<file path="src/common/mini2a03_pkg.sv">
package mini2a03_pkg;

  // ======================================================================
  // Status byte layout
  // ======================================================================

  localparam int c_bit = 0;
  localparam int z_bit = 1;
  localparam int v_bit = 6;
  localparam int n_bit = 7;

  // ======================================================================
  // Instruction subset and ALU functions
  // ======================================================================

  typedef enum logic [7:0] {
    op_lda_imm = 8'hA9,
    op_lda_abs = 8'hAD,
    op_ldx_imm = 8'hA2,
    op_sta_abs = 8'h8D,
    op_stx_abs = 8'h8E,
    op_adc_imm = 8'h69,
    op_sbc_imm = 8'hE9,
    op_and_imm = 8'h29,
    op_ora_imm = 8'h09,
    op_eor_imm = 8'h49,
    op_cmp_imm = 8'hC9,
    op_sec     = 8'h38,
    op_clc     = 8'h18,
    op_inx     = 8'hE8,
    op_jmp_abs = 8'h4C
  } opcode_t;

  typedef enum logic [2:0] {
    alu_pass,
    alu_adc,
    alu_sbc,
    alu_and,
    alu_or,
    alu_xor,
    alu_cmp
  } alu_op_t;

  localparam logic [15:0] reset_vector     = 16'hFFFC;  // Low byte here, high byte next.
  localparam logic [15:0] dma_trigger_addr = 16'h4014;
  localparam int          oam_depth        = 256;

endpackage

</file>
<file path="src/common/mem_bus_if.sv">
interface mem_bus_if;

  logic [15:0] addr;
  logic [7:0]  wr_data;
  logic [7:0]  rd_data;  // Valid in the same cycle as the access.
  logic        write;    // One-cycle strobe.
  logic        active;

  modport requester (
    output addr,
    output wr_data,
    output write,
    output active,
    input  rd_data
  );

  modport responder (
    input  addr,
    input  wr_data,
    input  write,
    input  active,
    output rd_data
  );

endinterface

</file>
<file path="src/source/sprite_dma.sv">
module sprite_dma (
  input  logic          G_clock,
  input  logic          G_reset,
  mem_bus_if.requester  bus,
  input  logic          dma_start,
  input  logic [7:0]    dma_page,
  output logic          dma_busy,
  input  logic [7:0]    oam_addr,
  output logic [7:0]    oam_data
);

  localparam logic [7:0] last_index = 8'(mini2a03_pkg::oam_depth - 1);

  logic [7:0] page;
  logic [7:0] index;
  logic [7:0] oam [mini2a03_pkg::oam_depth];

  // One read per cycle, never a write.
  assign bus.addr    = {page, index};
  assign bus.wr_data = 8'h00;
  assign bus.write   = 1'b0;
  assign bus.active  = dma_busy;

  // ======================================================================
  // Copy control
  // ======================================================================

  always_ff @(posedge G_clock or negedge G_reset)
  begin
    if (!G_reset)
    begin
      dma_busy <= 1'b0;
      index    <= 8'h00;
    end
    else if (dma_start)
    begin
      dma_busy <= 1'b1;
      index    <= 8'h00;
    end
    else if (dma_busy)
    begin
      index <= index + 8'd1;
      if (index == last_index)
        dma_busy <= 1'b0;  // Last byte lands this cycle.
    end
  end

  always_ff @(posedge G_clock)
  begin
    if (dma_start)
      page <= dma_page;
    if (dma_busy)
      oam[index] <= bus.rd_data;
  end

  assign oam_data = oam[oam_addr];

  // The core is stalled for the whole copy, so it cannot retrigger it.
  a_no_restart: assert property (@(posedge G_clock) disable iff (!G_reset)
    dma_start |-> !dma_busy)
    else $error("DMA start while a copy is running.");

endmodule

</file>
<file path="src/flat_wrapper.sv">
// flat-port wrapper written by rule: the top's interface ports become plain ports
module sprite_dma_flat 
  (G_clock, G_reset, dma_start, dma_page, dma_busy, oam_addr, oam_data, bus_addr, bus_wr_data, bus_write, bus_active, bus_rd_data);
  mem_bus_if bus_i ();
  input  logic G_clock;
  input  logic G_reset;
  input  logic dma_start;
  input  logic [7:0] dma_page;
  output logic dma_busy;
  input  logic [7:0] oam_addr;
  output logic [7:0] oam_data;
  output wire logic [$bits(bus_i.addr)-1:0] bus_addr;
  output wire logic [$bits(bus_i.wr_data)-1:0] bus_wr_data;
  output wire logic [$bits(bus_i.write)-1:0] bus_write;
  output wire logic [$bits(bus_i.active)-1:0] bus_active;
  input wire logic [$bits(bus_i.rd_data)-1:0] bus_rd_data;
  assign bus_addr = bus_i.addr;
  assign bus_wr_data = bus_i.wr_data;
  assign bus_write = bus_i.write;
  assign bus_active = bus_i.active;
  assign bus_i.rd_data = bus_rd_data;
  sprite_dma u_core (.G_clock(G_clock), .G_reset(G_reset), .bus(bus_i), .dma_start(dma_start), .dma_page(dma_page), .dma_busy(dma_busy), .oam_addr(oam_addr), .oam_data(oam_data));
endmodule
</file>
<file path="config.mk">
export PLATFORM = sky130hd
export DESIGN_NAME = sprite_dma_flat
export DESIGN_NICKNAME = d
export VERILOG_FILES = /design/src/common/mini2a03_pkg.sv /design/src/common/mem_bus_if.sv /design/src/source/sprite_dma.sv /design/src/flat_wrapper.sv
export SDC_FILE = /design/constraint.sdc
export NUM_CORES = 2
export LEC_CHECK = 0
export BUFFER_PORTS_ARGS = -buffer_cell sky130_fd_sc_hd__buf_2
export CAP_MARGIN = 20
export CORE_MARGIN = 10
export CORE_UTILIZATION = 56
export CTS_CLUSTER_DIAMETER = 40
export DETAILED_ROUTE_END_ITERATION = 6
export GPL_ROUTABILITY_DRIVEN = 0
export PLACE_DENSITY_LB_ADDON = 0.1
export SLEW_MARGIN = 10
export SYNTH_ARGS = -nofsm -noshare
export SYNTH_HDL_FRONTEND = slang
export SYNTH_SLANG_ARGS = --single-unit
</file>
<file path="constraint.sdc">
create_clock -name G_clock -period 6 [get_ports G_clock]
set_input_delay 0.3 -clock G_clock [delete_from_list [all_inputs] [get_ports G_clock]]
set_output_delay 0.3 -clock G_clock [all_outputs]
set_load 0.01 [all_outputs]
</file>
# Word-level counts from Yosys, hierarchy flattened
# Memory sizes are Yosys's and may differ from the RTL's.
# Cells that the tools add are included.
# word_totals
elab_cells,14
inputBits,27
out_inout_bits,35
mem_bits_rw,2048
regBits,17
memories,1
# mem_list
memory,depth,width,read_ports,rd_ports_with_merged_regs,wr,line_no,source
u_core.oam,256,8,1,0,1,sprite_dma.sv:16,logic [7:0] oam [mini2a03_pkg::oam_depth];
# classes
n_mux,7
n_reduce_logical,1
n_addsub,1
n_eq_ne,1
# op_table
cell,count
8-bit 2-to-1 mux,2
8-bit by 1-bit adder with 8-bit output (second input constant),1
8-bit equality test (second input constant),1
1-bit 2-to-1 mux,5
2-bit nonzero test,1

# Depth between registers and ports, before layout
# depth
depth_word,4
ltp_mapped,12
ltp_nobuf,6

# Worst setup path before layout
# OpenSTA, ideal clock, no wires.
# synth_timing
path_type,input to output
from,in oam_addr[0]
to,out oam_data[1]
required_time_ns,5.700
stages,11
t_arrival_ns,2.068
setup_slack_ns,3.632
path_buffers,5
cell_sequence,buf_6 > buf_12 > buf_12 > buf_8 > buf_12 > mux2i_1 > o221ai_1 > nand2_1 > a211oi_1 > nor4_1 > nor4_1
# synth_between
elab_chain_len,1
# synth_rtl
element,line_no,source
"start, declared",flat_wrapper.sv:10,input logic [7:0] oam_addr;
memory read 256 x 8 bit,--,
"end, declared",flat_wrapper.sv:11,output logic [7:0] oam_data;
# No other way between the ends.

# Worst setup path after layout
# layout_timing
from,in oam_addr[1]
to,out oam_data[5]
# The elaborated chain is that of the path after synthesis.

==> results.md <==
* Top layer in use: met5
* Yosys warns at 0
* Die height at 399 um
* Initial drt markers at between 4000 and 5000
* Clock Latency Late Sink at approximately 0.86 ns
* Slew at the pin closest to its max-slew limit at 1.39 ns
* Starting density of the core at ~57%
* CTS max path bufs at 3
* Reg2reg start: u_core.bus.active$_DFF_PN0_
* RSZ-0062 raised after global routing: no
* Critical-path maximum fanout at 40
* Placed insts at between 5000 and 6000
* Slew headroom at around 7.3%
* R2R Setup Slk at roughly 2.4 ns
* DR vias at 39400
* Row count at between 100 and 150
* Non-Filler Instances at a little over 6000
* Met1 wire length at between 80 and 90 mm
* Reg2reg end: u_core.oam[130][3]$_DFFE_PP_
* Worst hold path class: in -> reg
* Ports at 62
* Average wire per standard cell at about 32 um
* Met3 routed WL at 13.6 mm
* # H-tree levels at 4
* Leakage at 28.7 nW
* CP Launch Type: primary input
* FF-to-FF path depth at 3
* Via density at about 6.4
* Met2 WL at 96.0 mm
* Top cells by area, synth: edfxtp_1 77%, mux4_2 11%, mux2i_1 1.8%, mux4_1 1.5%, nor2_1 1.4%
* Register bit total from synthesis at 2065
* CTS tree: built
* Die footprint at between 0.15 and 0.2 mm^2
* Power Density at between 300 and 400 mW/mm^2
* Die Width at 399 um
* Seq/Total Area, Yosys at approximately 77%
* Area Growth Syn to Fin at 13.3%
* Share of cells above drive strength 1 at a little under a quarter
* Final Total Pwr at 32.3 mW
* Total track usage at 24.7%
* First-pass GRT wire length at 284 mm
* Fin crit period at approximately 4.6 ns
* Top post-synthesis cells by count: 2056 x edfxtp_1, 383 x mux4_2, 301 x nor2_1
* Avg Inst Size Synth at ~21 um^2
* Core Box Area at between 0.1 and 0.15 mm^2
* Clk slew on worst S/H paths at roughly 0.06 ns
* EDFF count, synth at 2056
* CTS root buffer: clkbuf_16
* Area leader, netlist: edfxtp_1
* Pin count of the biggest net entering global routing at 225
* Fin Setup TNS at 0 ns
* Total grt overflow at 0
* ANT nets after route at 0
* Initial antenna violation count at 5
* Fmax at between 200 and 250 MHz
* Nets at just over 4000
* Synth unique cells at 60
* Max Cap Viol at 0
* Clock skew at 0.0242 ns
* FFs w/ async S/R, synth at less than 1%
* Remaining DRCs at 0
* CP Class: in -> out
* Peak VDD IR at about 0.3 mV
* Fin crit share at 77.0%
* Crit path DAT at around 4.3 ns
* Total wire length at around 200 mm
* Final hold vios at 0
* Num CTS Buffers at 240
* Worst path required time at ~5.7 ns
* CP endpoint: oam_data[5]
* Yosys top cell area share at between 70% and 80%
* Crit end category: output pin
* CTS Sinks at ~2100
* Status: finished, final reports clean
* TritonRoute pass-1 iters at 6
* Fillers at 9581
* Mapped cell area at between 0.08 and 0.09 mm^2
* Primary FF master, synth: edfxtp_1
* Vias in the first global route at roughly 40000
* Final Max Tran Viols at 0
* Critical path origin: oam_addr[1]
* Port Buffers at 52
* Post-DP HPWL at 117 mm
* Gate count of the mapped netlist at about 3900
* Most numerous cell in the Yosys netlist: edfxtp_1
* Final setup fails at 0
* Post_cts resized at 0
-- cell usage in the layout, fill, tap and decap left out, types with 7 or more instances in the layout --
master / instances
nor4_1: 23
mux4_1: 45
dfrtp_1: 9
clkbuf_16: 243
a22o_1: 11
buf_8: 7
o21ai_0: 35
dlygate4sd3_1: 16
o22ai_1: 57
inv_6: 25
nand4_1: 9
a22oi_1: 149
bufinv_16: 37
o221ai_1: 33
buf_2: 45
mux4_2: 383
nand2b_1: 13
nor3_1: 18
a31oi_1: 8
a211oi_1: 31
mux2_2: 19
clkinv_4: 12
mux2i_1: 145
nand3_1: 23
conb_1: 9
clkinvlp_4: 20
nor2_1: 299
a21oi_1: 76
buf_12: 18
clkinv_2: 31
nor2b_1: 28
clkinv_1: 27
edfxtp_1: 2056
buf_4: 73
nand2_1: 50
clkbuf_1: 43
-- metrics by stage --
stage	setup slack (ns)	utilization (%)	hold WS (ns)	cell area [um^2]
after floorplan	3.63	-	0.00441	80400
after global placement	1.14	58.0	0.168	82500
after detailed placement	1.21	58.1	0.175	82600
after CTS	1.21	64.0	0.0439	91000
after global routing	1.25	64.1	0.0827	91000
final	1.38	64.1	0.0520	91100
-- critical path, stage by stage --
cell and delay (ns):
buf_8 0.30, buf_4 0.49, buf_4 0.58, mux4_2 0.32, a22oi_1 0.09, a21oi_1 0.55
nor4_1 0.17, nor4_1 1.10, buf_2 0.30
-- repair_timing --
item                       in CTS  in global routing
setup endpoints to repair       0                  0
hold endpoints to repair      317                  0
setup buffers                   0                  0
hold buffers                   16                  0
-- metal layers --
metal,track usage [%],vias up
met3,4.43,323
met2,39.4,1668
li1,-,16500
met1,34.8,20900
met5,0,-
met4,8.37,2
-- where the power goes --
part | internal [mW] | switching [mW]
Sequential | 15.9 | 0.00855
Clock | 9.08 | 5.88
Combinational | 0.474 | 0.965
-- how the worst min path moves through the flow --
stage | startpoint | to | slack, ns | cells after the start
after detailed placement | G_reset | u_core.index[5]$_DFFE_PN0P_ | 0.17 | 1
final | bus_rd_data[0] | u_core.oam[98][0]$_DFFE_PP_ | 0.05 | 1
after floorplan | G_reset | u_core.bus.active$_DFF_PN0_ | 0.004 | 0
after CTS | bus_rd_data[0] | u_core.oam[98][0]$_DFFE_PP_ | 0.04 | 1
after global placement | G_reset | u_core.index[5]$_DFFE_PN0P_ | 0.17 | 1
after global routing | bus_rd_data[0] | u_core.oam[98][0]$_DFFE_PP_ | 0.08 | 1
-- sequential cells by signal, indices dropped and copies added (netlist names) --
register	cells
u_core.index	8
u_core.oam	2048
u_core.page	8
u_core.bus.active	1
-- cells by family after synthesis --
group / after synthesis / share of synthesized area [%]
flops: 2065 / 77.1
mux: 592 / 14.3
simple gates: 504 / 2.79
compound gates: 433 / 3.74
buf+inv: 252 / 1.98
xor+xnor: 6 / 0.0654
fa+ha+maj: 4 / 0.0623
other cells: 1 / 0.00467
-- final cells by class --
type,count,area [um^2],area share [%]
clock buffers,286,6240,6.86
diodes,2,5.00,0.00550
flip-flops and latches,2065,62000,68.1
repair buffers,165,1490,1.64
multi-input cells,1548,16900,18.6
well taps,1890,2360,2.60
clock inverters,164,2030,2.23
inverters,2,7.51,0.00824
No activity file was read; power rests on OpenSTA's default activity.
