===== src/common/mini2a03_pkg.sv =====
package mini2a03_pkg;

  // ======================================================================
  // Status byte layout
  // ======================================================================

  localparam int c_bit = 0;
  localparam int z_bit = 1;
  localparam int v_bit = 6;
  localparam int n_bit = 7;

  // ======================================================================
  // Instruction subset and ALU functions
  // ======================================================================

  typedef enum logic [7:0] {
    op_lda_imm = 8'hA9,
    op_lda_abs = 8'hAD,
    op_ldx_imm = 8'hA2,
    op_sta_abs = 8'h8D,
    op_stx_abs = 8'h8E,
    op_adc_imm = 8'h69,
    op_sbc_imm = 8'hE9,
    op_and_imm = 8'h29,
    op_ora_imm = 8'h09,
    op_eor_imm = 8'h49,
    op_cmp_imm = 8'hC9,
    op_sec     = 8'h38,
    op_clc     = 8'h18,
    op_inx     = 8'hE8,
    op_jmp_abs = 8'h4C
  } opcode_t;

  typedef enum logic [2:0] {
    alu_pass,
    alu_adc,
    alu_sbc,
    alu_and,
    alu_or,
    alu_xor,
    alu_cmp
  } alu_op_t;

  localparam logic [15:0] reset_vector     = 16'hFFFC;  // Low byte here, high byte next.
  localparam logic [15:0] dma_trigger_addr = 16'h4014;
  localparam int          oam_depth        = 256;

endpackage


===== src/common/mem_bus_if.sv =====
interface mem_bus_if;

  logic [15:0] addr;
  logic [7:0]  wr_data;
  logic [7:0]  rd_data;  // Valid in the same cycle as the access.
  logic        write;    // One-cycle strobe.
  logic        active;

  modport requester (
    output addr,
    output wr_data,
    output write,
    output active,
    input  rd_data
  );

  modport responder (
    input  addr,
    input  wr_data,
    input  write,
    input  active,
    output rd_data
  );

endinterface


===== src/source/bus_arbiter.sv =====
module bus_arbiter (
  input  logic          G_clock,
  input  logic          G_reset,
  mem_bus_if.responder  cpu_port,
  mem_bus_if.responder  dma_port,
  mem_bus_if.requester  mem_port,
  input  logic          dma_busy,
  output logic          ready,
  output logic          dma_start,
  output logic [7:0]    dma_page
);

  logic trigger_hit;

  assign trigger_hit = cpu_port.active && cpu_port.write &&
                       (cpu_port.addr == mini2a03_pkg::dma_trigger_addr);

  // The copy begins on the next edge, in the cycle after the store.
  assign dma_start = trigger_hit;
  assign dma_page  = cpu_port.wr_data;
  assign ready     = ~dma_busy;

  // ======================================================================
  // Ownership of the memory bus
  // ======================================================================

  always_comb
  begin
    if (dma_busy)
    begin
      mem_port.addr    = dma_port.addr;
      mem_port.wr_data = dma_port.wr_data;
      mem_port.write   = dma_port.write;
      mem_port.active  = dma_port.active;
    end
    else
    begin
      mem_port.addr    = cpu_port.addr;
      mem_port.wr_data = cpu_port.wr_data;
      mem_port.write   = cpu_port.write && !trigger_hit;  // Trigger never reaches memory.
      mem_port.active  = cpu_port.active && !trigger_hit;
    end
  end

  assign cpu_port.rd_data = mem_port.rd_data;
  assign dma_port.rd_data = mem_port.rd_data;

  // The core must hold its pending access back while stalled.
  a_cpu_quiet: assert property (@(posedge G_clock) disable iff (!G_reset)
    !ready |-> !cpu_port.active)
    else $error("CPU access at %h while the bus belongs to the DMA.", cpu_port.addr);

endmodule


===== src/flat_wrapper.sv =====
// flat-port wrapper written by rule: the top's interface ports become plain ports
module bus_arbiter_flat 
  (G_clock, G_reset, dma_busy, ready, dma_start, dma_page, cpu_port_addr, cpu_port_wr_data, cpu_port_write, cpu_port_active, cpu_port_rd_data, dma_port_addr, dma_port_wr_data, dma_port_write, dma_port_active, dma_port_rd_data, mem_port_addr, mem_port_wr_data, mem_port_write, mem_port_active, mem_port_rd_data);
  mem_bus_if cpu_port_i ();
  mem_bus_if dma_port_i ();
  mem_bus_if mem_port_i ();
  input  logic G_clock;
  input  logic G_reset;
  input  logic dma_busy;
  output logic ready;
  output logic dma_start;
  output logic [7:0] dma_page;
  input wire logic [$bits(cpu_port_i.addr)-1:0] cpu_port_addr;
  input wire logic [$bits(cpu_port_i.wr_data)-1:0] cpu_port_wr_data;
  input wire logic [$bits(cpu_port_i.write)-1:0] cpu_port_write;
  input wire logic [$bits(cpu_port_i.active)-1:0] cpu_port_active;
  output wire logic [$bits(cpu_port_i.rd_data)-1:0] cpu_port_rd_data;
  input wire logic [$bits(dma_port_i.addr)-1:0] dma_port_addr;
  input wire logic [$bits(dma_port_i.wr_data)-1:0] dma_port_wr_data;
  input wire logic [$bits(dma_port_i.write)-1:0] dma_port_write;
  input wire logic [$bits(dma_port_i.active)-1:0] dma_port_active;
  output wire logic [$bits(dma_port_i.rd_data)-1:0] dma_port_rd_data;
  output wire logic [$bits(mem_port_i.addr)-1:0] mem_port_addr;
  output wire logic [$bits(mem_port_i.wr_data)-1:0] mem_port_wr_data;
  output wire logic [$bits(mem_port_i.write)-1:0] mem_port_write;
  output wire logic [$bits(mem_port_i.active)-1:0] mem_port_active;
  input wire logic [$bits(mem_port_i.rd_data)-1:0] mem_port_rd_data;
  assign cpu_port_i.addr = cpu_port_addr;
  assign cpu_port_i.wr_data = cpu_port_wr_data;
  assign cpu_port_i.write = cpu_port_write;
  assign cpu_port_i.active = cpu_port_active;
  assign cpu_port_rd_data = cpu_port_i.rd_data;
  assign dma_port_i.addr = dma_port_addr;
  assign dma_port_i.wr_data = dma_port_wr_data;
  assign dma_port_i.write = dma_port_write;
  assign dma_port_i.active = dma_port_active;
  assign dma_port_rd_data = dma_port_i.rd_data;
  assign mem_port_addr = mem_port_i.addr;
  assign mem_port_wr_data = mem_port_i.wr_data;
  assign mem_port_write = mem_port_i.write;
  assign mem_port_active = mem_port_i.active;
  assign mem_port_i.rd_data = mem_port_rd_data;
  bus_arbiter u_core (.G_clock(G_clock), .G_reset(G_reset), .cpu_port(cpu_port_i), .dma_port(dma_port_i), .mem_port(mem_port_i), .dma_busy(dma_busy), .ready(ready), .dma_start(dma_start), .dma_page(dma_page));
endmodule

===== config.mk =====
export PLATFORM = sky130hd
export DESIGN_NAME = bus_arbiter_flat
export DESIGN_NICKNAME = d
export VERILOG_FILES = /design/src/common/mini2a03_pkg.sv /design/src/common/mem_bus_if.sv /design/src/source/bus_arbiter.sv /design/src/flat_wrapper.sv
export SDC_FILE = /design/constraint.sdc
export NUM_CORES = 1
export LEC_CHECK = 0
export BUFFER_PORTS_ARGS = -buffer_cell sky130_fd_sc_hd__buf_2
export CORE_UTILIZATION = 26
export DETAILED_ROUTE_END_ITERATION = 10
export PLACE_DENSITY = 0.87
export SETUP_SLACK_MARGIN = 0.02
export SYNTH_ARGS = -nofsm -noshare
export SYNTH_HDL_FRONTEND = slang
export SYNTH_SLANG_ARGS = --single-unit

===== constraint.sdc =====
create_clock -name vclk -period 1.9
set_clock_uncertainty 0.1 [all_clocks]
set_input_delay 0.285 -clock vclk [all_inputs]
set_output_delay 0.285 -clock vclk [all_outputs]
set_load 0.05 [all_outputs]

---- Yosys cells after proc, flatten, opt, wreduce, memory -nomap -nowiden ----
Index checks and enable logic that the tools add are counted.
cells by class
  bitwise operators ....................... 1
  shift operators ......................... 0
  divide/modulo/power cells ............... 0
  multipliers ............................. 0
  equality and inequality tests ........... 1
  $lt $le $gt $ge ......................... 0
  muxes and demuxes ....................... 4
  add/subtract/negate cells ............... 0
  reduce and logical (&&, ||, !) cells .... 5
operators by type and width
  cell                    count
  $eq A16 B15 Y1 const B  1
  $mux W16                1
  $mux W8                 1
  $logic_and A1 B1 Y1     4
  $mux W1                 2
  $logic_not A1 Y1        1
  $not A1 Y1              1
word-level totals
  memories kept ........................... 0
  flip-flop bits (word level) ............. 0
  ROM bits ................................ 0
  logic and storage cells ................. 11
  input bits .............................. 63
  bits in writable memories ............... 0
  output and inout port bits .............. 52
  latch bits .............................. 0

---- Longest topological paths before layout ----
Gate-level depths: netlist of run 1.
  depth after elaboration ................. 5
  gate-level depth with buffers ........... 4
  mapped depth without buffers ............ 3

---- Least setup slack after synthesis of run 1 ----
OpenSTA, ideal clock, no wires.
  kind .................................... input-to-output
  from .................................... in dma_busy
  to ...................................... out mem_port_active
  path buffers ............................ 1
  cell stages on the path ................. 4
  data required time ...................... 1.515 ns
  arrival time ............................ 1.703 ns
  slack ................................... -0.188 ns
  cells stage by stage .................... buf_2 > inv_1 > and3_1 > a21oi_1
on the way
  cells in the longest elaborated chain, start to end .. 1
RTL lines
  item                RTL line            text
  start: declaration  flat_wrapper.sv:9   input logic dma_busy;
  $mux W1             bus_arbiter.sv:29   if (dma_busy)
  end: declaration    flat_wrapper.sv:26  output wire logic [$bits(mem_port_i.active)-1:0] mem_port_active;
Every way passes these cells.

---- Final worst setup path of run 1 ----
  from .................................... in cpu_port_addr[13]
  to ...................................... out mem_port_active
on the way
  cells in the longest elaborated chain, start to end .. 5
RTL lines
  item                 RTL line            text
  start: declaration   flat_wrapper.sv:13  input wire logic [$bits(cpu_port_i.addr)-1:0] cpu_port_addr;
  $eq A16 B15 Y1       bus_arbiter.sv:16   (cpu_port.addr == mini2a03_pkg::dma_trigger_addr);
  $logic_and A1 B1 Y1  bus_arbiter.sv:15   assign trigger_hit = cpu_port.active && cpu_port.write &&
  $logic_not A1 Y1     bus_arbiter.sv:41   mem_port.active = cpu_port.active && !trigger_hit;
  $logic_and A1 B1 Y1  bus_arbiter.sv:41
  $mux W1              bus_arbiter.sv:29
Every way passes these cells.

==> results of run 1 <==
## stage by stage
stage	std cells	setup TNS [ns]	power [µW]	worst slack, ns	hold slack [ns]
finish	156	-0.1305	384.8	-0.04509	0.4700
global route	156	-0.2454	402.4	-0.08577	0.4701
CTS	156	-0.1093	385.6	-0.04184	0.4705
detailed placement	156	-0.3085	376.6	-0.1414	0.4705
global placement	156	-0.2793	371.9	-0.1334	0.4705
floorplan	63	-0.3751	364.1	-0.1876	0.6371
## layer usage
| layer | GRT usage, % | wire length, µm | up-vias |
|---|---|---|---|
| li1 | - | - | 335 |
| met1 | 13.15 | 604 | 305 |
| met2 | 32.41 | 1035 | 59 |
| met3 | 1.246 | 160 | 2 |
| met4 | 2.941 | 20 | 0 |
| met5 | 0 | 0 | - |
## worst min path at each step
stage,startpoint,to,slack [ns],cells past startpoint
2_1_floorplan,mem_port_rd_data[0],cpu_port_rd_data[0],0.64,1
3_3_place_gp,mem_port_rd_data[7],cpu_port_rd_data[7],0.47,0
3_5_place_dp,mem_port_rd_data[7],cpu_port_rd_data[7],0.47,0
4_1_cts,mem_port_rd_data[7],cpu_port_rd_data[7],0.47,0
5_1_grt,mem_port_rd_data[5],dma_port_rd_data[5],0.47,0
6_report,mem_port_rd_data[5],cpu_port_rd_data[5],0.47,0
## kinds of logic (layout without fill, tap and decap cells)
kind of cell | Yosys count | count (layout)
buffers and inverters | 28 | 94
and+or+nand+nor | 7 | 7
muxes | 26 | 26
AOI/OAI and AO/OA | 2 | 2
## cell usage in the layout (no fill, tap or decap), drive strengths merged
cell type | netlist | final
a21oi | 2 | 2
and3 | 2 | 2
buf | 27 | 93
inv | 1 | 1
mux2 | 24 | 24
mux2i | 2 | 2
nor4 | 1 | 1
nor4bb | 2 | 2
or4 | 1 | 1
or4b | 1 | 1
## power by group through the flow
stage               Clock [µW]  Combinational (µW)  Sequential (µW)
global placement             0                 372                0
finish                       0                 385                0
global route                 0                 402                0
floorplan                    0                 364                0
detailed placement           0                 377                0
CTS                          0                 386                0
## cell type report
class	count	area, µm²	share of cell area [%]
inverter	1	3.754	0.3942
multi-input combinational	35	391.6	41.13
tap	27	33.78	3.548
timing repair buffer	93	523.0	54.93
## repair_timing
| action | in CTS | in global routing |
|---|---|---|
| gates resized for setup | 12 | 1 |
| endpoints found under the setup margin | 3 | 3 |
| pin swaps | 3 | 1 |
| gates cloned | 0 | 0 |
| hold buffers | 0 | 0 |
==> reports/qor.csv, run 1 <==
metric,value,unit
grt total ovfl,0,
Adder-Cell Fraction of Synth Area,0,%
P_leak,0.0005275,µW
Cell Int Power,128.7,µW
critical path type,in -> out,
worst setup margin,-0.04509,ns
synth unique cells,12,
Synth area leader,mux2_2,
WP data arrival,1.56,ns
drt drc,0,
combinational fraction of design power,100.0,%
fraction of the mapped netlist area in simple logic gates,13.07,%
"most used cell, CP",buf_6,
Vias/cell,4.494,
All-Layer GR Usage,14.36,%
sequential share of the synthesized area,0,%
detailed-route via count,701,
Reg power frac,0,%
initial drt markers,3,
f_max,514.1,MHz
# clk buffers,0,
required time worst endpoint,1.51,ns
switching portion of total power,66.56,%
CP cell instances,"buf_6, or4b_4, nor4_4, buf_4, a21oi_2, buf_6",
Crit path largest cell delay,0.54,ns
fin. max-slew vios,0,
Post-layout nets,194,
global-route wire length before repair,2794,µm
most frequent cells after synthesis,"24 x buf_4, 22 x mux2_2, 3 x buf_2",
outcome,finished with violations,
global placement routability congestion,0.7823,
Post-CTS Setup Inserts,0,
FILL cells,215,
XOR/XNOR Fraction of Synth Area,0,%
FF+latch count,0,
area taken by flip-flops and latches,0,µm²
sw power,256.1,µW
cell with the most instances after synthesis,buf_4,
Worst slew margin,75.73,%
Yosys warning count,0,
Hold Crit Class,in -> out,
Synth Area per Inst,9.116,µm²
area grow syn2layout,65.80,%
VDD IR max,0.2085,mV
Max-Cap Viols,0,
mux contribution to synthesized area,50.54,%
violated checks,negative setup slack,
# setup viols final,3,
clock power share,0,%
WP buf/inv,3,
DP Area,902.1,µm²
CP top delay family,simple AND/OR/NAND/NOR gates,
number of global-route vias before repair,678,
chip height,49,µm
router iterations before antenna repair,4,
Yosys top cell area share,43.14,%
WL final,1821,µm
ANT cells,0,
Setup crit end kind,output port,
Tmin final,1.945,ns
pwr/cell area,404.2,mW/mm²
initial antenna violation count,0,
stages on the worst setup path,6,
Synth Area in Compound Gates,1.743,%
actual slew at the worst max-slew pin,0.3591,ns
number of I/O pins,115,
"Design Area, Final",952.2,µm²
Routed WL per cell,11.67,µm
"Net Count, Synth",126,
Final Hold Viols,0,
post-DP HPWL,1595,µm
Die ar.,0.002401,mm²
largest family of logic cells by synthesized area,multiplexers,
final cycle utilization of the critical path,102.4,%
crit path launch,cpu_port_addr[13],
number of cell rows,16,
Starting Density,28.40,%
Antenna Nets Post-Route,0,
RSZ-0062 raised after global routing,true,
share of cells above drive strength 1,93.80,%
Critical Path Source Type,primary input,
"Slowest-stage cell, CP",or4b_4,
Setup crit end,mem_port_active,
Die W,49,µm
fin util,47.09,%
post-synthesis cell area,574.3,µm²
Buffers on Ports,89,
"top cells by area, synth","mux2_2 43%, buf_4 31%, mux2_1 3.9%",
crit path max fanout,2,
pin count of the biggest net entering global routing,16,
CORE AREA,0.002022,mm²
Cells after Synth,63,
No activity file was read; power rests on OpenSTA's default activity.
==> inputs of run 2 (changes only) <==
--- a/config.mk
+++ b/config.mk
@@ -6,9 +6,12 @@
 export NUM_CORES = 1
 export LEC_CHECK = 0
 export BUFFER_PORTS_ARGS = -buffer_cell sky130_fd_sc_hd__buf_2
-export CORE_UTILIZATION = 26
+export CELL_PAD_IN_SITES_DETAIL_PLACEMENT = 2
+export CELL_PAD_IN_SITES_GLOBAL_PLACEMENT = 2
+export CORE_ASPECT_RATIO = 0.5
+export CORE_UTILIZATION = 10
 export DETAILED_ROUTE_END_ITERATION = 10
-export PLACE_DENSITY = 0.87
+export PLACE_DENSITY = 0.85
 export SETUP_SLACK_MARGIN = 0.02
 export SYNTH_ARGS = -nofsm -noshare
 export SYNTH_HDL_FRONTEND = slang
==> run 2 against run 1 <==
Compared with the run above:
- sequential share of layout area did not move
- cell count rose by 29%
- non-clock buffer count decreased by 1
- worst hold slack unchanged
- count of clock-buffer cells in the layout is the same
- design area up 3.3%
- the run still ends with negative setup slack left
- fmax up 0.63%
- first-iteration DRC count rose to 3.0 times the previous value
- sequential cell count stayed put
- via count down 2.7%
- power increased by 0.60%
- combinational power hardly changed
==> reports/qor.csv, run 2 (same netlist as run 1, synthesis figures left out) <==
metric,value,unit
All-Layer GR Usage,8.192,%
wire length on met3,83,µm
final cycle utilization of the critical path,101.7,%
# clk buffers,0,
ANT cells,0,
area taken by flip-flops and latches,0,µm²
initial drt markers,9,
Post-CTS Setup Inserts,0,
Final Hold Viols,0,
Antenna Nets Post-Route,0,
number of I/O pins,115,
cts hold-fix bufs,0,
initial antenna violation count,0,
Tmin final,1.933,ns
"commonest non-fill, non-tap cell in the layout",buf_2,
Max-Cap Viols,0,
critical path type,in -> out,
FILL cells,668,
drt drc,0,
Die W,109.2,µm
Worst slew margin,71.62,%
worst setup margin,-0.03295,ns
Vias/cell,3.393,
crit path max fanout,2,
router iterations before antenna repair,4,
crit path launch,cpu_port_addr[11],
RSZ-0062 raised after global routing,true,
Max Used Layer,met3,
Setup crit end,mem_port_active,
Die ar.,0.006068,mm²
Setup crit end kind,output port,
share of cells above drive strength 1,93.75,%
Hold Crit Class,in -> out,
fin. max-slew vios,0,
FF+latch count,0,
detailed-route via count,682,
VDD IR max,0.07503,mV
most frequent cells in the layout,"85 x buf_2, 22 x mux2_2, 3 x buf_6, 3 x buf_4",
Critical Path Source Type,primary input,
grt total ovfl,0,
number of global-route vias before repair,797,
chip height,55.59,µm
Post-layout nets,193,
required time worst endpoint,1.51,ns
Buffers on Ports,89,
actual slew at the worst max-slew pin,0.4199,ns
violated checks,negative setup slack,
WL final,2652,µm
fin util,17.83,%
# setup viols final,3,
area grow syn2layout,71.24,%
Routed WL per cell,13.19,µm
global placement routability congestion,0.6257,
pwr/cell area,393.7,mW/mm²
worst hold margin,0.4700,ns
pin count of the biggest net entering global routing,13,
Starting Density,10.41,%
P_leak,0.0005159,µW
WP data arrival,1.55,ns
number of cell rows,19,
post-DP HPWL,2387,µm
f_max,517.3,MHz
DRT met1 WL,870,µm
CORE AREA,0.005515,mm²
outcome,finished with violations,
met2 wire len,1698,µm
global-route wire length before repair,3919,µm
run 2: how the worst min path moves through the flow:
stage,from,end,slack [ns],cells past startpoint
finish,mem_port_rd_data[2],cpu_port_rd_data[2],0.47,0
CTS,mem_port_rd_data[5],dma_port_rd_data[5],0.47,0
floorplan,mem_port_rd_data[0],cpu_port_rd_data[0],0.64,1
global route,mem_port_rd_data[2],cpu_port_rd_data[2],0.47,0
detailed placement,mem_port_rd_data[5],dma_port_rd_data[5],0.47,0
global placement,mem_port_rd_data[5],dma_port_rd_data[5],0.47,0
run 2: cell type report:
type | count | area [µm²] | share of cell area (%)
well taps | 73 | 91.34 | 9.288
repair buffers | 92 | 496.7 | 50.51
inverters | 1 | 3.754 | 0.3817
multi-input cells | 35 | 391.6 | 39.82
run 2: power breakdown:
group | switching, µW | total (µW) | internal [µW] | leakage, µW
sequential | 0 | 0 | 0 | 0
combinational | 264 | 387 | 124 | 0.000516
clock | 0 | 0 | 0 | 0
run 2: through the flow:
stage          TNS [ns]  setup slack (ns)  instance area, µm²  cells  total power [µW]
4_1_cts         -0.1216          -0.04634               983.4    201             390.5
3_3_place_gp    -0.3211           -0.1417               939.7    201             373.0
6_report       -0.08523          -0.03295               983.4    201             387.2
3_5_place_dp    -0.3500           -0.1514               939.7    201             381.3
2_1_floorplan   -0.3751           -0.1876               575.6     63             364.1
5_1_grt         -0.2694          -0.09695               983.4    201             403.9
run 2: metal layers:
metal	up-vias	global-route usage, %
met5	-	0
met4	0	0.1905
met3	0	0.3513
met2	9	19.68
met1	339	7.500
li1	334	-
run 2: critical path, cell delays in order:
cell	delay, ns
buf_6	0.09
or4b_4	0.54
nor4_4	0.25
buf_4	0.17
a21oi_2	0.05
buf_6	0.15
run 2: repair_timing:
item / in CTS / in global routing
setup endpoints to repair: 3 / 3
gates resized for setup: 12 / 0
pin swaps: 3 / 0
