<file path="src/common/mini2a03_pkg.sv">
package mini2a03_pkg;

  // ======================================================================
  // Status byte layout
  // ======================================================================

  localparam int c_bit = 0;
  localparam int z_bit = 1;
  localparam int v_bit = 6;
  localparam int n_bit = 7;

  // ======================================================================
  // Instruction subset and ALU functions
  // ======================================================================

  typedef enum logic [7:0] {
    op_lda_imm = 8'hA9,
    op_lda_abs = 8'hAD,
    op_ldx_imm = 8'hA2,
    op_sta_abs = 8'h8D,
    op_stx_abs = 8'h8E,
    op_adc_imm = 8'h69,
    op_sbc_imm = 8'hE9,
    op_and_imm = 8'h29,
    op_ora_imm = 8'h09,
    op_eor_imm = 8'h49,
    op_cmp_imm = 8'hC9,
    op_sec     = 8'h38,
    op_clc     = 8'h18,
    op_inx     = 8'hE8,
    op_jmp_abs = 8'h4C
  } opcode_t;

  typedef enum logic [2:0] {
    alu_pass,
    alu_adc,
    alu_sbc,
    alu_and,
    alu_or,
    alu_xor,
    alu_cmp
  } alu_op_t;

  localparam logic [15:0] reset_vector     = 16'hFFFC;  // Low byte here, high byte next.
  localparam logic [15:0] dma_trigger_addr = 16'h4014;
  localparam int          oam_depth        = 256;

endpackage

</file>
<file path="src/common/mem_bus_if.sv">
interface mem_bus_if;

  logic [15:0] addr;
  logic [7:0]  wr_data;
  logic [7:0]  rd_data;  // Valid in the same cycle as the access.
  logic        write;    // One-cycle strobe.
  logic        active;

  modport requester (
    output addr,
    output wr_data,
    output write,
    output active,
    input  rd_data
  );

  modport responder (
    input  addr,
    input  wr_data,
    input  write,
    input  active,
    output rd_data
  );

endinterface

</file>
<file path="src/cpu/cpu_alu.sv">
module cpu_alu (
  input  mini2a03_pkg::alu_op_t op,
  input  logic [7:0]            lhs,
  input  logic [7:0]            rhs,
  input  logic                  carry_in,
  output logic [7:0]            result,
  output logic                  carry_out,
  output logic                  overflow,
  output logic                  negative,
  output logic                  zero
);

  logic [8:0] sum;
  logic [8:0] diff;
  logic [7:0] cmp_diff;

  assign sum      = {1'b0, lhs} + {1'b0, rhs} + {8'b0, carry_in};
  assign diff     = {1'b0, lhs} - {1'b0, rhs} - {8'b0, ~carry_in};  // Borrow is inverted carry.
  assign cmp_diff = lhs - rhs;

  always_comb
  begin
    result    = rhs;
    carry_out = carry_in;
    overflow  = 1'b0;
    case (op)
      mini2a03_pkg::alu_adc:
      begin
        result    = sum[7:0];
        carry_out = sum[8];
        overflow  = (lhs[7] == rhs[7]) && (sum[7] != lhs[7]);
      end
      mini2a03_pkg::alu_sbc:
      begin
        result    = diff[7:0];
        carry_out = ~diff[8];
        overflow  = (lhs[7] != rhs[7]) && (diff[7] != lhs[7]);
      end
      mini2a03_pkg::alu_and: result = lhs & rhs;
      mini2a03_pkg::alu_or:  result = lhs | rhs;
      mini2a03_pkg::alu_xor: result = lhs ^ rhs;
      mini2a03_pkg::alu_cmp:
      begin
        result    = cmp_diff;  // Only the flags are kept by the core.
        carry_out = (lhs >= rhs);
      end
      default: result = rhs;
    endcase
  end

  assign negative = result[7];
  assign zero     = (result == 8'h00);

endmodule

</file>
<file path="src/cpu/cpu_core.sv">
module cpu_core (
  input  logic                G_clock,
  input  logic                G_reset,
  mem_bus_if.requester        bus,
  input  logic                ready,
  output logic                sync
);

  typedef enum logic [2:0] {
    st_vec_lo,
    st_vec_hi,
    st_fetch,
    st_operand,
    st_addr_hi,
    st_data
  } state_t;

  state_t                 state;
  mini2a03_pkg::opcode_t  ir;
  logic [15:0]            pc;
  logic [7:0]             adl;
  logic [7:0]             adh;
  logic [7:0]             a_reg;
  logic [7:0]             x_reg;
  logic [7:0]             status;

  mini2a03_pkg::alu_op_t  alu_op;
  logic [7:0]             alu_rhs;
  logic [7:0]             alu_result;
  logic                   alu_carry;
  logic                   alu_overflow;
  logic                   alu_negative;
  logic                   alu_zero;

  logic                   needs_addr;
  logic                   is_implied;
  logic                   is_store;

  assign needs_addr = ir inside {mini2a03_pkg::op_lda_abs, mini2a03_pkg::op_sta_abs,
                                 mini2a03_pkg::op_stx_abs, mini2a03_pkg::op_jmp_abs};
  assign is_implied = ir inside {mini2a03_pkg::op_sec, mini2a03_pkg::op_clc,
                                 mini2a03_pkg::op_inx};
  assign is_store   = ir inside {mini2a03_pkg::op_sta_abs, mini2a03_pkg::op_stx_abs};

  // ======================================================================
  // ALU hookup
  // ======================================================================

  always_comb
  begin
    case (ir)
      mini2a03_pkg::op_adc_imm: alu_op = mini2a03_pkg::alu_adc;
      mini2a03_pkg::op_sbc_imm: alu_op = mini2a03_pkg::alu_sbc;
      mini2a03_pkg::op_and_imm: alu_op = mini2a03_pkg::alu_and;
      mini2a03_pkg::op_ora_imm: alu_op = mini2a03_pkg::alu_or;
      mini2a03_pkg::op_eor_imm: alu_op = mini2a03_pkg::alu_xor;
      mini2a03_pkg::op_cmp_imm: alu_op = mini2a03_pkg::alu_cmp;
      default:                  alu_op = mini2a03_pkg::alu_pass;
    endcase
  end

  assign alu_rhs = (ir == mini2a03_pkg::op_inx) ? x_reg + 8'd1 : bus.rd_data;

  cpu_alu i_cpu_alu (
    .op        (alu_op),
    .lhs       (a_reg),
    .rhs       (alu_rhs),
    .carry_in  (status[mini2a03_pkg::c_bit]),
    .result    (alu_result),
    .carry_out (alu_carry),
    .overflow  (alu_overflow),
    .negative  (alu_negative),
    .zero      (alu_zero)
  );

  // ======================================================================
  // Bus requests
  // ======================================================================

  always_comb
  begin
    bus.addr    = pc;
    bus.wr_data = a_reg;
    bus.write   = 1'b0;
    bus.active  = ready && G_reset;  // The pending access is simply held while stalled.
    case (state)
      st_vec_lo: bus.addr = mini2a03_pkg::reset_vector;
      st_vec_hi: bus.addr = mini2a03_pkg::reset_vector + 16'd1;
      st_data:
      begin
        bus.addr    = {adh, adl};
        bus.write   = ready && is_store;
        bus.wr_data = (ir == mini2a03_pkg::op_stx_abs) ? x_reg : a_reg;
      end
      default: ;
    endcase
  end

  assign sync = ready && (state == st_fetch);

  // ======================================================================
  // Sequencer
  // ======================================================================

  always_ff @(posedge G_clock or negedge G_reset)
  begin
    if (!G_reset)
    begin
      state  <= st_vec_lo;
      ir     <= mini2a03_pkg::op_clc;
      pc     <= 16'h0000;
      adl    <= 8'h00;
      adh    <= 8'h00;
      a_reg  <= 8'h00;
      x_reg  <= 8'h00;
      status <= 8'h00;
    end
    else if (ready)
    begin
      case (state)
        st_vec_lo:
        begin
          pc[7:0] <= bus.rd_data;
          state   <= st_vec_hi;
        end
        st_vec_hi:
        begin
          pc[15:8] <= bus.rd_data;
          state    <= st_fetch;
        end
        st_fetch:
        begin
          ir    <= mini2a03_pkg::opcode_t'(bus.rd_data);
          pc    <= pc + 16'd1;
          state <= st_operand;
        end
        st_operand:
        begin
          if (needs_addr)
          begin
            adl   <= bus.rd_data;
            pc    <= pc + 16'd1;
            state <= st_addr_hi;
          end
          else
          begin
            if (!is_implied)
              pc <= pc + 16'd1;  // Implied opcodes only do a dummy read.
            state <= st_fetch;
            case (ir)
              mini2a03_pkg::op_sec: status[mini2a03_pkg::c_bit] <= 1'b1;
              mini2a03_pkg::op_clc: status[mini2a03_pkg::c_bit] <= 1'b0;
              mini2a03_pkg::op_inx, mini2a03_pkg::op_ldx_imm: x_reg <= alu_result;
              mini2a03_pkg::op_cmp_imm: ;
              default: a_reg <= alu_result;
            endcase
            if (ir != mini2a03_pkg::op_sec && ir != mini2a03_pkg::op_clc)
            begin
              status[mini2a03_pkg::n_bit] <= alu_negative;
              status[mini2a03_pkg::z_bit] <= alu_zero;
            end
            if (alu_op inside {mini2a03_pkg::alu_adc, mini2a03_pkg::alu_sbc,
                               mini2a03_pkg::alu_cmp})
              status[mini2a03_pkg::c_bit] <= alu_carry;
            if (alu_op inside {mini2a03_pkg::alu_adc, mini2a03_pkg::alu_sbc})
              status[mini2a03_pkg::v_bit] <= alu_overflow;
          end
        end
        st_addr_hi:
        begin
          adh <= bus.rd_data;
          if (ir == mini2a03_pkg::op_jmp_abs)
          begin
            pc    <= {bus.rd_data, adl};
            state <= st_fetch;
          end
          else
          begin
            pc    <= pc + 16'd1;
            state <= st_data;
          end
        end
        default:
        begin
          if (ir == mini2a03_pkg::op_lda_abs)
          begin
            a_reg                       <= alu_result;
            status[mini2a03_pkg::n_bit] <= alu_negative;
            status[mini2a03_pkg::z_bit] <= alu_zero;
          end
          state <= st_fetch;
        end
      endcase
    end
  end

  function automatic logic opcode_known(logic [7:0] value);
    return value inside {
      mini2a03_pkg::op_lda_imm, mini2a03_pkg::op_lda_abs, mini2a03_pkg::op_ldx_imm,
      mini2a03_pkg::op_sta_abs, mini2a03_pkg::op_stx_abs, mini2a03_pkg::op_adc_imm,
      mini2a03_pkg::op_sbc_imm, mini2a03_pkg::op_and_imm, mini2a03_pkg::op_ora_imm,
      mini2a03_pkg::op_eor_imm, mini2a03_pkg::op_cmp_imm, mini2a03_pkg::op_sec,
      mini2a03_pkg::op_clc, mini2a03_pkg::op_inx, mini2a03_pkg::op_jmp_abs};
  endfunction

  // Program memory must only ever hand the sequencer opcodes it can run.
  a_known_opcode: assert property (@(posedge G_clock) disable iff (!G_reset)
    sync |-> opcode_known(bus.rd_data))
    else $error("Unsupported opcode %h fetched at %h.", bus.rd_data, bus.addr);

endmodule

</file>
<file path="src/flat_wrapper.sv">
// flat-port wrapper written by rule: the top's interface ports become plain ports
module cpu_core_flat 
  (G_clock, G_reset, ready, sync, bus_addr, bus_wr_data, bus_write, bus_active, bus_rd_data);
  mem_bus_if bus_i ();
  input  logic G_clock;
  input  logic G_reset;
  input  logic ready;
  output logic sync;
  output wire logic [$bits(bus_i.addr)-1:0] bus_addr;
  output wire logic [$bits(bus_i.wr_data)-1:0] bus_wr_data;
  output wire logic [$bits(bus_i.write)-1:0] bus_write;
  output wire logic [$bits(bus_i.active)-1:0] bus_active;
  input wire logic [$bits(bus_i.rd_data)-1:0] bus_rd_data;
  assign bus_addr = bus_i.addr;
  assign bus_wr_data = bus_i.wr_data;
  assign bus_write = bus_i.write;
  assign bus_active = bus_i.active;
  assign bus_i.rd_data = bus_rd_data;
  cpu_core u_core (.G_clock(G_clock), .G_reset(G_reset), .bus(bus_i), .ready(ready), .sync(sync));
endmodule
</file>
<file path="config.mk">
export PLATFORM = sky130hd
export DESIGN_NAME = cpu_core_flat
export DESIGN_NICKNAME = d
export VERILOG_FILES = /design/src/common/mini2a03_pkg.sv /design/src/common/mem_bus_if.sv /design/src/cpu/cpu_alu.sv /design/src/cpu/cpu_core.sv /design/src/flat_wrapper.sv
export SDC_FILE = /design/constraint.sdc
export NUM_CORES = 1
export LEC_CHECK = 0
export BUFFER_PORTS_ARGS = -buffer_cell sky130_fd_sc_hd__buf_2
export CELL_PAD_IN_SITES_DETAIL_PLACEMENT = 0
export CELL_PAD_IN_SITES_GLOBAL_PLACEMENT = 2
export CORE_ASPECT_RATIO = 0.9
export CORE_MARGIN = 4
export CORE_UTILIZATION = 34
export DETAILED_ROUTE_END_ITERATION = 6
export HOLD_SLACK_MARGIN = 0.03
export PLACE_DENSITY_LB_ADDON = 0.1
export SLEW_MARGIN = 15
export SYNTH_ARGS = -nofsm -noshare
export SYNTH_HDL_FRONTEND = slang
export SYNTH_SLANG_ARGS = --single-unit
</file>
<file path="constraint.sdc">
create_clock -name G_clock -period 3.55 [get_ports G_clock]
set_clock_uncertainty 0.1 [all_clocks]
set_input_delay 0.1775 -clock G_clock [delete_from_list [all_inputs] [get_ports G_clock]]
set_output_delay 0.1775 -clock G_clock [all_outputs]
set_load 0.1 [all_outputs]
</file>
=== Word-level counts from Yosys, hierarchy flattened ===
Cells that the tools add are included.

* Bits in latches: 0
* Output and inout port bits: 27
* RAM bits: 0
* Bits in registers: 60
* Word-level logic and storage cells: 98
* Memory bits (read-only): 0
* Memories kept: 0

* $lt $le $gt $ge: 1
* Divide/modulo/power cells: 0
* Eq/ne operators: 29
* Reduce and logical (&&, ||, !) cells: 23
* Shift operators: 0
* Muxes and demuxes: 22
* Bitwise operators: 7
* Add/subtract/negate cells: 7
* $mul: 0

{| class="wikitable"
|+ Operators by type and width
! cell !! count
|-
| 8-bit case mux with 4 select lines || 2
|-
| 8-bit == test, second input constant || 7
|-
| 16-bit two-way mux || 3
|-
| 8-bit two-way mux || 6
|-
| 16-bit case mux with 3 select lines || 1
|-
| 8-bit case mux with 6 select lines || 1
|-
| 8-bit by 7-bit == test with 1-bit output, second input constant || 3
|-
| 3-bit case mux with 6 select lines || 1
|-
| 16-bit by 1-bit adder with 16-bit output, second input constant || 1
|-
| 8-bit by 6-bit == test with 1-bit output, second input constant || 2
|-
| 8-bit case mux with 2 select lines || 1
|-
| 3-bit == test, second input constant || 5
|-
| 3-bit by 2-bit == test with 1-bit output, second input constant || 4
|-
| 3-bit case mux with 4 select lines || 1
|-
| 4-bit nonzero test || 3
|-
| 5-bit AND reduction || 2
|-
| 8-bit by 8-bit adder with 9-bit output || 1
|-
| 9-bit by 1-bit adder with 9-bit output || 1
|-
| 3-bit AND reduction || 3
|-
| 3-bit nonzero test || 3
|-
| 8-bit by 8-bit subtractor with 9-bit output || 1
|-
| 9-bit by 1-bit subtractor with 9-bit output || 1
|-
| 8-bit by 1-bit adder with 8-bit output, second input constant || 1
|-
| 8-bit AND || 1
|-
| other kinds (23) || 34
|}

=== Depth between registers and ports, before layout ===
* Depth after elaboration: 8
* Mapped depth: 16
* Gate-level depth less buffers: 14

=== By module ===
From an unflattened synthesis, not the netlist that was laid out.

* Cells, all modules: 657
* Area, all modules: 5720.5 um^2

{| class="wikitable"
|+ Modules (own cells, without submodules)
! module !! times used !! sequential area each (um^2) !! cells each !! area an instance (um^2)
|-
| cpu_core || 1 || 1503.9 || 383 || 3767.4
|-
| cpu_alu || 1 || 0.0 || 274 || 1953.1
|}

=== Least setup slack after synthesis ===
Ideal clock, no wire load.

* Path kind: reg-to-output
* From: register u_core.state[2]
* To: output bus_addr[0]
* Arrival time: 3.509 ns
* Cell stages (with the launch flop): 7
* Slack: -0.237 ns
* Path buffers: 4
* Cell sequence: dfrtp_1 > clkbuf_1 > buf_1 > a21oi_1 > clkbuf_1 > clkbuf_1 > o21ai_0

* Word-level cells in the longest chain between the ends: 2
* Elaborated cells on any way between the ends: 4
* Classes of those cells: eq/ne (2); mux (1); reduce/logical (1)

{| class="wikitable"
|+ Ends and longest elaborated chain
! element !! line !! text
|-
| from (decl) || cpu_core.sv:18 || <nowiki>state_t state;</nowiki>
|-
| from (signal assigned) || cpu_core.sv:109 || <nowiki>state <= st_vec_lo;</nowiki>
|-
| from (signal assigned) || cpu_core.sv:124 || <nowiki>state <= st_vec_hi;</nowiki>
|-
| from (signal assigned) || cpu_core.sv:129 || <nowiki>state <= st_fetch;</nowiki>
|-
| 3-bit == test, or another cell as far along || cpu_core.sv:86 || <nowiki>case (state)</nowiki>
|-
| 16-bit case mux with 3 select lines (*) || cpu_core.sv:86 ||
|-
| to (decl) || flat_wrapper.sv:9 || <nowiki>output wire logic [$bits(bus_i.addr)-1:0] bus_addr;</nowiki>
|}

Every way passes the cells marked *; elsewhere a longest branch is shown, timed or not.

=== Worst setup path after layout ===
* From: register u_core.ir[3]
* To: register u_core.a_reg[7]

* Word-level cells in the longest chain between the ends: 8
* Elaborated cells on any way between the ends: 41
* Classes of those cells: add/sub (5); eq/ne (22); mux (7); bitwise (3); reduce/logical (4)

{| class="wikitable"
|+ Ends and longest elaborated chain
! element !! line !! text
|-
| from (decl) || cpu_core.sv:19 || <nowiki>mini2a03_pkg::opcode_t ir;</nowiki>
|-
| from (signal assigned) || cpu_core.sv:110 || <nowiki>ir <= mini2a03_pkg::op_clc;</nowiki>
|-
| from (signal assigned) || cpu_core.sv:133 || <nowiki>ir <= mini2a03_pkg::opcode_t'(bus.rd_data);</nowiki>
|-
| 8-bit == test || cpu_core.sv:62, cpu_core.sv:150 ||
|-
| 8-bit two-way mux || cpu_core.sv:62 || <nowiki>assign alu_rhs = (ir == mini2a03_pkg::op_inx) ? x_reg + 8'd1 : bus.rd_data;</nowiki>
|-
| 8-bit by 8-bit subtractor with 9-bit output / 8-bit by 8-bit adder with 9-bit output (equally long branches) || cpu_alu.sv:18, cpu_alu.sv:17 ||
|-
| 9-bit by 1-bit subtractor with 9-bit output / 9-bit by 1-bit adder with 9-bit output (equally long branches) || cpu_alu.sv:18, cpu_alu.sv:17 ||
|-
| 8-bit case mux with 6 select lines || cpu_alu.sv:26 || <nowiki>case (op)</nowiki>
|-
| 8-bit two-way mux || cpu_core.sv:150 || <nowiki>case (ir)</nowiki>
|-
| 8-bit two-way mux || cpu_core.sv:139 || <nowiki>if (needs_addr)</nowiki>
|-
| 8-bit case mux with 2 select lines || cpu_core.sv:120 || <nowiki>case (state)</nowiki>
|-
| to (signal assigned) || cpu_core.sv:155 || <nowiki>default: a_reg <= alu_result;</nowiki>
|-
| to (signal assigned) || cpu_core.sv:187 || <nowiki>a_reg <= alu_result;</nowiki>
|-
| to (decl) || cpu_core.sv:23 || <nowiki>logic [7:0] a_reg;</nowiki>
|}

Several ways; a longest one is shown, not always the timed one. The select of a mux whose other input is x is not followed.
A chain may end at the register's enable or synchronous reset.

==> metrics.log <==
[metrics] critical path type: reg2reg
[metrics] register-to-register path setup slack: 90 ps
[metrics] longest individual stage delay on the worst path: 540 ps
[metrics] area of the multi-input gates: 3540 sq um
[metrics] Critical Path Start Type: flip-flop
[metrics] ys flop type: sky130_fd_sc_hd__dfrtp_1
[metrics] share of the yosys chip area belonging to registers: 28.2%
[metrics] post-synthesis area per instance: 8.03 sq um
[metrics] crit-path leading delay family: simple AND/OR/NAND/NOR gates
[metrics] Placed Cells incl. Taps: 926
[metrics] Post-synth ARST share: 100%
[metrics] number of antenna violations at the first check in global routing: 0
[metrics] transition time at the pin with the least slew margin: 862 ps
[metrics] Max stage delay cell, worst path: sky130_fd_sc_hd__dfstp_2
[metrics] I/O pin cnt: 38
[metrics] Largest register FFs: 16
[metrics] floorplan core area: 15400 sq um
[metrics] Cell Area, Synth: 5340 sq um
[metrics] post-route clock period utilization: 97.4%
[metrics] worst endpoint data arrival time: 3550 ps
[metrics] adder and majority cell fraction of the synthesized area: 11.2%
[metrics] top register by number of flip-flops: u_core.pc
[metrics] post-synthesis compound-gate area fraction: 24.3%
[metrics] Worst Setup SP: u_core.ir[3]$_DFFE_PN1P_
[metrics] number of setup violations in the final report: 0
[metrics] final core utilization: 42.2%
[metrics] instance count on the critical path: 11
[metrics] number of flip-flops and latches in the synthesized netlist: 60
[metrics] PnR Total Power: 5.91 mW
[metrics] number of remaining DRC errors: 0
[metrics] combined flip-flop and latch cell area: 1500 sq um
[metrics] root buf cell: sky130_fd_sc_hd__clkbuf_16
[metrics] Max Clock Freq: 0.289 GHz
[metrics] Cell variety after synth: 72
[metrics] per-cell routed wire length: 19.9 um
[metrics] clock buffers created by TritonCTS: 9
[metrics] number of enable flip-flop cells after synthesis: 0
[metrics] path type of the worst min-delay path: in2reg
[metrics] share of synthesized area spent on multiplexers: 5.81%
[metrics] MaxCap Viol Count: 0
[metrics] r2r endpoint: u_core.a_reg[7]$_DFFE_PN0P_
[metrics] count of antenna-violating nets left after detailed routing: 0
[metrics] net count after synthesis: 721
[metrics] Diodes inserted: 0
[metrics] area share of xor/xnor cells in the synthesized design: 2.62%
[metrics] router iterations before antenna repair: 6
[metrics] clock latency on the worst-skew pair: 340 ps
[metrics] post-layout minimum cycle time: 3460 ps
[metrics] die width: 140 um
[metrics] post-route insts no fill: 944
[metrics] area growth from synthesis to layout: 21.7%
[metrics] Rel. slew slack: 42.4%
[metrics] unrepaired setup endpoints after global routing: yes
[metrics] global-route wire length before repair: 29800 um
[metrics] maximum fanout along the worst path: 3
[metrics] number of buffers and inverters on the critical path: 1
[metrics] outcome: complete, no violations
[metrics] startpoint of the worst register-to-register path: u_core.ir[3]$_DFFE_PN1P_
[metrics] vias after detailed routing: 5281
[metrics] largest net degree at the start of global routing: 61
[metrics] main combinational cell family by area after synthesis: compound AO/OA/AOI/OAI gates
[metrics] CP Capture Type: flip-flop
[metrics] final count of hold timing violations: 0
[metrics] Post-DP HPWL: 13900 um
[metrics] DRT iter0 DRCs: 361
[metrics] summed negative setup slack over all endpoints: 0 ps
[metrics] leakage power: 2.88 nW
[metrics] RePlAce Congestion: 0.901
[metrics] fin nets: 793
[metrics] clock tree buffer depth: 2
[metrics] full die area: 17800 sq um
[metrics] height of the die: 127 um
[metrics] starting density of the core: 34.7%
[metrics] cell count after synthesis: 665
[metrics] clock-pin slew on the worst setup and hold paths: 60 ps
[metrics] data required time of the critical path: 3640 ps
[metrics] worst hold path cell count: 3
[metrics] crit-path cells: nor4b_4, and2_4, mux2_4, ha_1, inv_1, ha_1, or2_2, o31ai_2, xnor2_1, a221oi_2, a41oi_1
[metrics] Worst Reg-to-Reg Cells: 11
[metrics] CTS tree: yes
[metrics] max-slew violation count: 0
[metrics] count of buffers inserted at the top-level ports: 37
[metrics] detailed-route vias per instance: 5.59
[metrics] H-Tree Depth: 3
[metrics] number of placement rows: 43
[metrics] power per standard cell area: 909 nW/um^2
[metrics] global-route usage over all layers: 21.3%
[metrics] end point of the critical path: u_core.a_reg[7]$_DFFE_PN0P_
[metrics] share of final-layout standard cells stronger than drive strength 1: 22.2%
[metrics] via count of the first global-routing pass: 5173
[metrics] tightest hold margin: 65.3 ps
[metrics] Routed Wire Length: 18700 um
[metrics] post-synthesis share of cell area spent on and, or, nand and nor gates: 20.5%
[metrics] Fill cells: 1603
[metrics] maximum VDD drop: 0.781 mV
[metrics] CTS sink count: 60
[metrics] number of synthesis warnings: 0
[metrics] GR Overflow Total: 0
[metrics] most repeated library cell on the critical path: sky130_fd_sc_hd__ha_1
cell usage after synthesis, types with 9 or more instances:
| library cell | instances | area share, % |
|---|---|---|
| sky130_fd_sc_hd__a21oi_1 | 38 | 3.6 |
| sky130_fd_sc_hd__a31oi_1 | 24 | 2.8 |
| sky130_fd_sc_hd__clkbuf_1 | 23 | 1.6 |
| sky130_fd_sc_hd__dfrtp_1 | 58 | 27 |
| sky130_fd_sc_hd__ha_1 | 40 | 9.4 |
| sky130_fd_sc_hd__inv_1 | 56 | 3.9 |
| sky130_fd_sc_hd__mux2_2 | 14 | 3.0 |
| sky130_fd_sc_hd__nand2_1 | 60 | 4.2 |
| sky130_fd_sc_hd__nand3_1 | 22 | 2.1 |
| sky130_fd_sc_hd__nand4_1 | 9 | 1.1 |
| sky130_fd_sc_hd__nor2_1 | 56 | 3.9 |
| sky130_fd_sc_hd__nor2b_1 | 12 | 1.4 |
| sky130_fd_sc_hd__nor3_1 | 13 | 1.2 |
| sky130_fd_sc_hd__o21ai_0 | 63 | 5.9 |
| sky130_fd_sc_hd__xnor2_1 | 13 | 2.1 |
repair_timing:
action	CTS	global route
endpoints found under the hold margin	58	0
hold buffers	1	0
buffers inserted	0	1
pin swaps	0	7
endpoints found under the setup margin	4	12
resized for setup	2	28
logic make-up (layout without fill, tap and decap cells):
group,Yosys count,count (layout)
flops,60,60
mux,26,26
buf+inv,96,173
fa+ha+maj,45,45
xor+xnor,16,16
simple gates,219,219
compound gates,203,203
per-layer routing:
layer | vias up | global-route usage, % | wire length (um)
met4 | 0 | 3.36 | 125
met3 | 11 | 4.64 | 1080
met1 | 2587 | 32.8 | 9710
met5 | - | 0 | 0
met2 | 142 | 31.0 | 7840
li1 | 2541 | - | -
cells in the final DEF, fill, tap and decap left out, types with 9 or more instances in the layout:
| master | n |
|---|---|
| sky130_fd_sc_hd__a31oi_1 | 23 |
| sky130_fd_sc_hd__nand4_1 | 9 |
| sky130_fd_sc_hd__xnor2_1 | 13 |
| sky130_fd_sc_hd__mux2_2 | 14 |
| sky130_fd_sc_hd__buf_2 | 37 |
| sky130_fd_sc_hd__inv_1 | 56 |
| sky130_fd_sc_hd__nor2_1 | 56 |
| sky130_fd_sc_hd__nor3_1 | 12 |
| sky130_fd_sc_hd__clkbuf_16 | 9 |
| sky130_fd_sc_hd__nand2_1 | 58 |
| sky130_fd_sc_hd__nor2b_1 | 11 |
| sky130_fd_sc_hd__a21oi_1 | 36 |
| sky130_fd_sc_hd__o21ai_0 | 58 |
| sky130_fd_sc_hd__nand3_1 | 22 |
| sky130_fd_sc_hd__buf_4 | 61 |
| sky130_fd_sc_hd__ha_1 | 40 |
| sky130_fd_sc_hd__dfrtp_1 | 58 |
final cells by class:
class	instances	share of cell area (%)
multi-input cells	509	54.5
flip-flops and latches	60	23.1
repair buffers	99	10.0
clock buffers	12	3.95
well taps	202	3.89
inverters	58	3.35
clock inverters	4	1.12
how the worst min path moves through the flow:
| stage | start | to | slack, ps |
|---|---|---|---|
| 5_1_grt | bus_rd_data[5] | u_core.adh[5]$_DFFE_PN0P_ | 60 |
| 3_5_place_dp | G_reset | u_core.pc[1]$_DFFE_PN0P_ | 360 |
| 6_report | bus_rd_data[5] | u_core.adh[5]$_DFFE_PN0P_ | 70 |
| 2_1_floorplan | G_reset | u_core.a_reg[0]$_DFFE_PN0P_ | -220 |
| 4_1_cts | ready | u_core.state[0]$_DFFE_PN0P_ | 60 |
| 3_3_place_gp | G_reset | u_core.state[1]$_DFFE_PN0P_ | 360 |
through the flow:
stage               cell area [sq um]  setup slack, ps
finish                           6500             92.9
global route                     6500            -40.2
global placement                 6060           -0.433
floorplan                        5340             2.44
CTS                              6400             2.52
detailed placement               6060            -91.2
report_power, final:
group | internal (mW) | switching (mW) | total, mW
logic | 1.22 | 2.52 | 3.74
clock network | 0.652 | 0.341 | 0.993
registers | 0.912 | 0.261 | 1.17
worst reg2reg max path: stages, from the launching register on:
cell                       delay, ps
sky130_fd_sc_hd__dfstp_2         540
sky130_fd_sc_hd__nor4b_4         300
sky130_fd_sc_hd__and2_4          240
sky130_fd_sc_hd__mux2_4          320
sky130_fd_sc_hd__ha_1            310
sky130_fd_sc_hd__inv_1            70
sky130_fd_sc_hd__ha_1            260
sky130_fd_sc_hd__or2_2           340
sky130_fd_sc_hd__o31ai_2         290
sky130_fd_sc_hd__xnor2_1         130
sky130_fd_sc_hd__a221oi_2        290
sky130_fd_sc_hd__a41oi_1         140
No activity file was read; power rests on OpenSTA's default activity.
